## config.mk

```make
export PLATFORM = sky130hd
export DESIGN_NAME = mem_port_top
export DESIGN_NICKNAME = d
export VERILOG_FILES = /design/src/hw/mem_port_pkg.sv /design/src/hw/bus_merge.sv /design/src/hw/axi_burst_bridge.sv /design/src/hw/skid_buffer.sv /design/src/hw/mem_port_top.sv
export SDC_FILE = /design/constraint.sdc
export NUM_CORES = 1
export LEC_CHECK = 0
export BUFFER_PORTS_ARGS = -buffer_cell sky130_fd_sc_hd__buf_2
export CAP_MARGIN = 20
export CORE_AREA = 2 2 169 171
export CTS_CLUSTER_SIZE = 20
export DETAILED_ROUTE_END_ITERATION = 12
export DIE_AREA = 0 0 171 173
export GPL_TIMING_DRIVEN = 0
export PLACE_DENSITY_LB_ADDON = 0.2
export SYNTH_ARGS = -nofsm -noshare
export SYNTH_HDL_FRONTEND = slang
export SYNTH_HIERARCHICAL = 1
export SYNTH_SLANG_ARGS = --single-unit
```

## constraint.sdc

```tcl
create_clock -name clk -period 3.51 [get_ports clk]
set_clock_uncertainty 0.15 [all_clocks]
set_input_delay 0 -clock clk [delete_from_list [all_inputs] [get_ports clk]]
set_output_delay 0 -clock clk [all_outputs]
set_load 0.05 [all_outputs]
```

## src/hw/mem_port_pkg.sv

```systemverilog
package mem_port_pkg;

  localparam int ADDR_W = 32;          // Byte address
  localparam int DATA_W = 32;
  localparam int STRB_W = DATA_W / 8;
  localparam int LEN_W  = 8;           // Beats minus one, as on AXI

  // One unit beat request
  // A zero wstrb marks a read, addr and len stay fixed over the burst
  typedef struct packed {
    logic [ADDR_W-1:0] addr;
    logic [DATA_W-1:0] wdata;
    logic [STRB_W-1:0] wstrb;
    logic [LEN_W-1:0]  len;
  } burst_req_t;

  // Address phase, shared by AW and AR
  typedef struct packed {
    logic [ADDR_W-1:0] addr;
    logic [LEN_W-1:0]  len;
  } axi_aw_t;

  // Write beat
  typedef struct packed {
    logic [DATA_W-1:0] data;
    logic [STRB_W-1:0] strb;
    logic              last;
  } axi_w_t;

  // Read beat
  typedef struct packed {
    logic [DATA_W-1:0] data;
    logic              last;
  } axi_r_t;

  // Bridge runs one burst at a time, writes first
  typedef enum logic [2:0] {
    IDLE,
    WR_ADDR,
    WR_DATA,
    RD_ADDR,
    RD_DATA
  } bridge_state_e;

endpackage

```

## src/hw/bus_merge.sv

```systemverilog
module bus_merge #(
  parameter int N_PORTS = 3
) (
  input  logic                            clk,
  input  logic                            rst,

  // Unit side
  input  logic [N_PORTS-1:0]              s_valid,
  input  mem_port_pkg::burst_req_t        s_req [N_PORTS],
  output logic [N_PORTS-1:0]              s_ready,
  output logic [N_PORTS-1:0]              s_last,
  output logic [mem_port_pkg::DATA_W-1:0] s_rdata,

  // Merged write channel
  output logic                            w_valid,
  output mem_port_pkg::burst_req_t        w_req,
  input  logic                            w_ready,
  input  logic                            w_last,

  // Merged read channel
  output logic                            r_valid,
  output mem_port_pkg::axi_aw_t           r_addr,
  input  logic                            r_ready,
  input  logic                            r_last,
  input  logic [mem_port_pkg::DATA_W-1:0] r_data
);
  import mem_port_pkg::*;

  localparam int IDX_W = (N_PORTS > 1) ? $clog2(N_PORTS) : 1;

  logic             w_running;   // Write direction busy
  logic [IDX_W-1:0] w_idx;
  logic             r_running;   // Read direction busy
  logic [IDX_W-1:0] r_idx;

  logic             w_pend;
  logic [IDX_W-1:0] w_pick;
  logic             r_pend;
  logic [IDX_W-1:0] r_pick;
  burst_req_t       r_sel;

  // Later ports overwrite earlier ones, so the highest index wins
  always_comb begin
    w_pend = 1'b0;
    w_pick = '0;
    r_pend = 1'b0;
    r_pick = '0;
    for (int i = 0; i < N_PORTS; i++) begin
      if (s_valid[i]) begin
        if (|s_req[i].wstrb) begin
          w_pend = 1'b1;
          w_pick = IDX_W'(i);
        end else begin
          r_pend = 1'b1;
          r_pick = IDX_W'(i);
        end
      end
    end
  end

  always_ff @(posedge clk or posedge rst) begin
    if (rst) begin
      w_running <= 1'b0;
      w_idx     <= '0;
      r_running <= 1'b0;
      r_idx     <= '0;
    end else begin
      if (!w_running && w_pend) begin
        w_running <= 1'b1;
        w_idx     <= w_pick;
      end else if (w_running && w_valid && w_ready && w_last) begin
        w_running <= 1'b0;     // Free again next cycle
      end

      if (!r_running && r_pend) begin
        r_running <= 1'b1;
        r_idx     <= r_pick;
      end else if (r_running && r_valid && r_ready && r_last) begin
        r_running <= 1'b0;
      end
    end
  end

  assign r_sel   = s_req[r_idx];

  assign w_valid = w_running && s_valid[w_idx];
  assign w_req   = s_req[w_idx];
  assign r_valid = r_running && s_valid[r_idx];
  assign r_addr  = '{addr: r_sel.addr, len: r_sel.len};
  assign s_rdata = r_data;     // Shared by all units

  // Ready and last only go back to the unit holding the grant
  always_comb begin
    for (int i = 0; i < N_PORTS; i++) begin
      s_ready[i] = (w_running && (w_idx == IDX_W'(i)) && w_ready) ||
                   (r_running && (r_idx == IDX_W'(i)) && r_ready);
      s_last[i]  = (w_running && (w_idx == IDX_W'(i)) && w_ready && w_last) ||
                   (r_running && (r_idx == IDX_W'(i)) && r_ready && r_last);
    end
  end

  // Units must keep valid up for the whole granted burst
  a_w_grant_valid: assert property (@(posedge clk) disable iff (rst)
    w_running |-> s_valid[w_idx])
    else $error("write grant on port %0d without valid", w_idx);

  a_r_grant_valid: assert property (@(posedge clk) disable iff (rst)
    r_running |-> s_valid[r_idx])
    else $error("read grant on port %0d without valid", r_idx);

endmodule

```

## src/hw/axi_burst_bridge.sv

```systemverilog
module axi_burst_bridge (
  input  logic                            clk,
  input  logic                            rst,

  // Merge side, write
  input  logic                            w_valid,
  input  mem_port_pkg::burst_req_t        w_req,
  output logic                            w_ready,
  output logic                            w_last,

  // Merge side, read
  input  logic                            r_valid,
  input  mem_port_pkg::axi_aw_t           r_addr,
  output logic                            r_ready,
  output logic                            r_last,
  output logic [mem_port_pkg::DATA_W-1:0] r_data,

  // AXI write address and data
  output mem_port_pkg::axi_aw_t           aw,
  output logic                            awvalid,
  input  logic                            awready,
  output mem_port_pkg::axi_w_t            w,
  output logic                            wvalid,
  input  logic                            wready,

  // AXI read address and data
  output mem_port_pkg::axi_aw_t           ar,
  output logic                            arvalid,
  input  logic                            arready,
  input  mem_port_pkg::axi_r_t            r,
  input  logic                            rvalid,
  output logic                            rready,

  output logic                            bready
);
  import mem_port_pkg::*;

  bridge_state_e    state;
  logic [LEN_W-1:0] beat_cnt;    // Write beats already passed
  logic             beat_last;
  logic             w_fire;
  logic             r_fire;

  assign w_fire    = wvalid && wready;
  assign r_fire    = rvalid && rready;
  assign beat_last = (beat_cnt == w_req.len);

  always_ff @(posedge clk or posedge rst) begin
    if (rst) begin
      state    <= IDLE;
      beat_cnt <= '0;
    end else begin
      case (state)
        IDLE: begin
          beat_cnt <= '0;
          if (w_valid) begin
            state <= WR_ADDR;  // Writes win over reads
          end else if (r_valid) begin
            state <= RD_ADDR;
          end
        end
        WR_ADDR: begin
          if (awready) begin
            state <= WR_DATA;
          end
        end
        WR_DATA: begin
          if (w_fire) begin
            if (beat_last) begin
              state    <= IDLE;
              beat_cnt <= '0;
            end else begin
              beat_cnt <= beat_cnt + 1'b1;
            end
          end
        end
        RD_ADDR: begin
          if (arready) begin
            state <= RD_DATA;
          end
        end
        RD_DATA: begin
          // Memory marks the end of the read burst
          if (r_fire && r.last) begin
            state <= IDLE;
          end
        end
        default: state <= IDLE;
      endcase
    end
  end

  // Address phases, INCR bursts of full words
  assign awvalid = (state == WR_ADDR);
  assign aw      = '{addr: w_req.addr, len: w_req.len};
  assign arvalid = (state == RD_ADDR);
  assign ar      = r_addr;

  // Write beats pass straight through from the granted unit
  assign wvalid  = (state == WR_DATA) && w_valid;
  assign w       = '{data: w_req.wdata, strb: w_req.wstrb, last: beat_last};
  assign w_ready = (state == WR_DATA) && w_valid && wready;
  assign w_last  = (state == WR_DATA) && beat_last;

  // Read beats only taken while the unit is waiting
  assign rready  = (state == RD_DATA) && r_valid;
  assign r_ready = (state == RD_DATA) && r_valid && rvalid;
  assign r_last  = (state == RD_DATA) && r.last;
  assign r_data  = r.data;

  assign bready  = 1'b1;       // Write responses are dropped

  // Address must hold, including the unit's addr and len, until accepted
  a_aw_hold: assert property (@(posedge clk) disable iff (rst)
    awvalid && !awready |=> awvalid && $stable(aw))
    else $error("AW changed before awready");

  a_ar_hold: assert property (@(posedge clk) disable iff (rst)
    arvalid && !arready |=> arvalid && $stable(ar))
    else $error("AR changed before arready");

  a_one_addr: assert property (@(posedge clk) disable iff (rst)
    !(awvalid && arvalid))
    else $error("AW and AR valid together");

endmodule

```

## src/hw/skid_buffer.sv

```systemverilog
module skid_buffer (
  input  logic                 clk,
  input  logic                 rst,

  // From the memory
  input  logic                 in_valid,
  output logic                 in_ready,
  input  mem_port_pkg::axi_r_t in_data,

  // Toward the bridge
  output logic                 out_valid,
  input  logic                 out_ready,
  output mem_port_pkg::axi_r_t out_data
);
  import mem_port_pkg::*;

  axi_r_t spare_q;             // Beat caught during a stall
  logic   spare_full;
  logic   in_fire;

  assign in_fire = in_valid && in_ready;

  // in_ready is a flop, so the stall reaches the memory one cycle late
  always_ff @(posedge clk or posedge rst) begin
    if (rst) begin
      spare_full <= 1'b0;
      in_ready   <= 1'b1;
    end else if (spare_full) begin
      if (out_ready) begin
        spare_full <= 1'b0;    // Drained, open the input again
        in_ready   <= 1'b1;
      end
    end else if (in_fire && !out_ready) begin
      spare_full <= 1'b1;
      in_ready   <= 1'b0;
    end
  end

  always_ff @(posedge clk) begin
    if (!spare_full && in_fire && !out_ready) begin
      spare_q <= in_data;
    end
  end

  // Pass-through unless a beat is parked
  assign out_valid = spare_full || in_valid;
  assign out_data  = spare_full ? spare_q : in_data;

  a_no_overrun: assert property (@(posedge clk) disable iff (rst)
    spare_full |-> !in_fire)
    else $error("R beat accepted while spare register full");

endmodule

```

## src/hw/mem_port_top.sv

```systemverilog
module mem_port_top #(
  parameter int N_PORTS = 3
) (
  input  logic                            clk,
  input  logic                            rst,

  // Unit ports
  input  logic [N_PORTS-1:0]              valid,
  input  mem_port_pkg::burst_req_t        req [N_PORTS],
  output logic [N_PORTS-1:0]              ready,
  output logic [N_PORTS-1:0]              last,
  output logic [mem_port_pkg::DATA_W-1:0] rdata,

  // AXI master
  output mem_port_pkg::axi_aw_t           aw,
  output logic                            awvalid,
  input  logic                            awready,
  output mem_port_pkg::axi_w_t            w,
  output logic                            wvalid,
  input  logic                            wready,
  output mem_port_pkg::axi_aw_t           ar,
  output logic                            arvalid,
  input  logic                            arready,
  input  mem_port_pkg::axi_r_t            r,
  input  logic                            rvalid,
  output logic                            rready,
  input  logic                            bvalid,
  output logic                            bready
);
  import mem_port_pkg::*;

  // Merged channels between merge and bridge
  logic              mw_valid;
  burst_req_t        mw_req;
  logic              mw_ready;
  logic              mw_last;
  logic              mr_valid;
  axi_aw_t           mr_addr;
  logic              mr_ready;
  logic              mr_last;
  logic [DATA_W-1:0] mr_data;

  // Registered R channel into the bridge
  axi_r_t            sk_r;
  logic              sk_rvalid;
  logic              sk_rready;

  bus_merge #(
    .N_PORTS (N_PORTS)
  ) merge_i (
    .clk     (clk),
    .rst     (rst),
    .s_valid (valid),
    .s_req   (req),
    .s_ready (ready),
    .s_last  (last),
    .s_rdata (rdata),
    .w_valid (mw_valid),
    .w_req   (mw_req),
    .w_ready (mw_ready),
    .w_last  (mw_last),
    .r_valid (mr_valid),
    .r_addr  (mr_addr),
    .r_ready (mr_ready),
    .r_last  (mr_last),
    .r_data  (mr_data)
  );

  axi_burst_bridge bridge_i (
    .clk     (clk),
    .rst     (rst),
    .w_valid (mw_valid),
    .w_req   (mw_req),
    .w_ready (mw_ready),
    .w_last  (mw_last),
    .r_valid (mr_valid),
    .r_addr  (mr_addr),
    .r_ready (mr_ready),
    .r_last  (mr_last),
    .r_data  (mr_data),
    .aw      (aw),
    .awvalid (awvalid),
    .awready (awready),
    .w       (w),
    .wvalid  (wvalid),
    .wready  (wready),
    .ar      (ar),
    .arvalid (arvalid),
    .arready (arready),
    .r       (sk_r),
    .rvalid  (sk_rvalid),
    .rready  (sk_rready),
    .bready  (bready)
  );

  skid_buffer r_skid_i (
    .clk       (clk),
    .rst       (rst),
    .in_valid  (rvalid),
    .in_ready  (rready),
    .in_data   (r),
    .out_valid (sk_rvalid),
    .out_ready (sk_rready),
    .out_data  (sk_r)
  );

endmodule

```

==> reports/metrics.cfg <==
[outcome]
status=finished, final reports clean

[floorplan]
core_sq_um=27600
die_h_microns=173
rows=61
floorplan.initialDensity_pct=24.3
die_w_microns=171
num_io_pins=431
die-area_sq_um=29600

[grt]
grt_pass1_wl_microns=42700
grt.overflow.total=0
grt_usage_pct=19.0
grt_max_degree=34
grt_pass1_vias=7408
antenna_found_initial=10

[placed_design]
dpl-instance-area_sq_um=9320
numPortBuffers=428
place.gp.congestion=0.858
place_hpwl_microns=24500
dp_slack_ns=0.398

[cells_and_area]
seq_area_sq_um=1470
fin_area_sq_um=9930
final_net_count=1552
post-route-util_pct=35.9
drive_gt1_share_pct=54.2
area_growth_pct=48.1
multi_input_area_sq_um=3540
n_fill_cell=3031

[clock_tree]
cts_tree=done
clkTransAtPathRegs_ns=0.07
clockBufferDepth=2
clkSinkCount=52
htree_levels=2
clock_latency_ns=0.31
clockRootBuffer=clkbuf_16
numCtsBuffers=5

[detailed_routing]
dr.pass1.iters=5
routed_wl_microns=29600
ant_nets=0
avgViaCountPerCell=4.37
drt-initial-drc-count=269
drc=0
vias=7275
wire_per_inst_microns=17.8

[synth]
ys_types=59
syn_nets=1074
avgSynthCellArea_sq_um=8.36
yosysMostFrequentCell=buf_4
synthArstFlopShare_pct=36.5
yosysSeqAreaShare_pct=21.9
synth-main-ff-cell=edfxtp_1
synth-seq-cells=52
synth_top_area_cell=buf_4
synth_common_cells=buf_4 (192), nand2_1 (130), mux2i_1 (118), o21ai_0 (85), o22ai_1 (38)
yosysWarningCount=6
synth_area_sq_um=6710
synth-edff-count=33
yosys-top-cells-area=buf_4 (21%), mux2i_1 (18%), edfxtp_1 (15%)
syn_inst=802
synth_top_area_share_pct=21.5

[critical_path]
startpoint_type=register
cpPeakStageDelay_ns=0.51
r2r_slack_ns=0.45
crit_path_max_fanout=10
crit_chain=buf_2, buf_2, mux2i_1, o21ai_0, xnor2_1, nand4_1, nor3_1, nand3_1, o32ai_1, buf_2
crit_family=buffers and inverters
crit_buf_inv=3
cp-end-kind=primary output
cp.arrival_ns=3.08
crit_path_frequent_cell=buf_2
critPathRequiredTime_ns=3.36
crit_type=reg -> out
cp_slowest_cell=o21ai_0

[timing]
tightest_slew_ns=0.944
slew_viol_final=0
fmax_mhz=309
setup_violations=0
hold_violations=0
layout_setup_ws_ns=0.278
slew_headroom_pct=36.2
finalCriticalPeriod_ns=3.23
rsz0062_at_grt=false
fin_crit_sh_pct=92.1

[min_path]
min_path_type=in -> async

[pwr]
leakagePower_nw=4.94
p_per_area_nw_per_um2=311
vdd_drop_max_uv=162

[job]
max-cap-violations=0

==> stage by stage <==
| stage | cells | hold slack (ns) | power [mW] | TNS (ns) |
|---|---|---|---|---|
| 6_report | 1666 | 0.0458 | 3.09 | 0 |
| 3_5_place_dp | 1608 | -0.257 | 2.54 | 0 |
| 2_1_floorplan | 802 | -0.410 | 2.05 | 0 |
| 5_1_grt | 1665 | 0.0695 | 3.27 | 0 |
| 4_1_cts | 1660 | 0.0384 | 3.13 | 0 |
| 3_3_place_gp | 1608 | -0.256 | 2.54 | -5.80 |
==> power breakdown <==
| part | internal (mW) | switching (mW) |
|---|---|---|
| Sequential | 0.682 | 0.0456 |
| Clock | 0.272 | 0.256 |
| Combinational | 0.716 | 1.12 |
==> cells in the final DEF, fill, tap and decap left out, types with 6 or more instances in the layout <==
master,count
buf_2,442
buf_4,192
nand2_1,130
mux2i_1,118
o21ai_0,85
dlygate4sd3_1,44
o22ai_1,38
edfxtp_1,33
mux2_4,26
dfrtp_1,18
clkbuf_1,17
nand3_1,12
inv_1,11
xnor2_1,8
a21oi_1,8
diode_2,7
nor2_1,7
mux2_2,7
nand2b_1,6
==> flip-flops by register name, summed over array words and instances (netlist names) <==
register             cells
r_skid_i/spare_q        33
bridge_i/beat_cnt        8
bridge_i/state           3
merge_i/r_idx            2
merge_i/w_idx            2
merge_i/r_running        1
merge_i/w_running        1
r_skid_i/in_ready        1
r_skid_i/spare_full      1
==> cell families after synthesis <==
family	synth area share, %
XOR/XNOR	1.05
flip-flops	21.9
multiplexers	24.6
AND/OR/NAND/NOR	12.5
adder cells (fa/ha/maj)	0.187
AO/OA/AOI/OAI	14.4
other	0.0559
buffers and inverters	25.3
==> path summary, 6_finish.rpt <==
check	startpoint	endpoint	cells past startpoint
worst max-delay path	merge_i/w_idx[0]	last[0]	10
worst min-delay path	rst	merge_i/r_running	3
worst max register to register	merge_i/r_idx[1]	r_skid_i/spare_q[11]	8
worst min register to register	r_skid_i/in_ready	r_skid_i/in_ready	2
max in group asynchronous	rst	r_skid_i/in_ready	4
min in group clk	wready	bridge_i/beat_cnt[1]	5
==> layer usage <==
metal / global-route usage (%) / share of wire, %
met5: 0 / 0
met4: 4.94 / 1.8
met3: 4.51 / 7.2
met2: 34.7 / 51
met1: 21.9 / 40
==> final cells by class <==
type,count,area share (%)
Inverter,11,0.416
Clock buffer,5,1.26
Tap cell,378,4.76
Clock inverter,3,0.277
Timing Repair Buffer,472,26.0
Sequential cell,52,14.8
Antenna cell,7,0.176
Multi-Input combinational cell,507,35.6
Buffer,231,16.7
==> worst reg2reg max path, stage by stage (launching register included) <==
cell	delay (ns)
dfrtp_1	0.45
buf_2	0.24
and2b_1	0.25
buf_4	0.20
o2bb2ai_1	0.14
and2_1	0.22
and2_1	0.19
nor2_1	0.11
and3_2	0.72
==> timing repair <==
action | 4_1_cts | 5_1_grt
endpoints found under the setup margin | 0 | 2
hold endpoints to repair | 62 | 0
hold buffers | 44 | 0
resized for setup | 0 | 1
buffers inserted | 0 | 0
(Power assumes the default switching activity.)
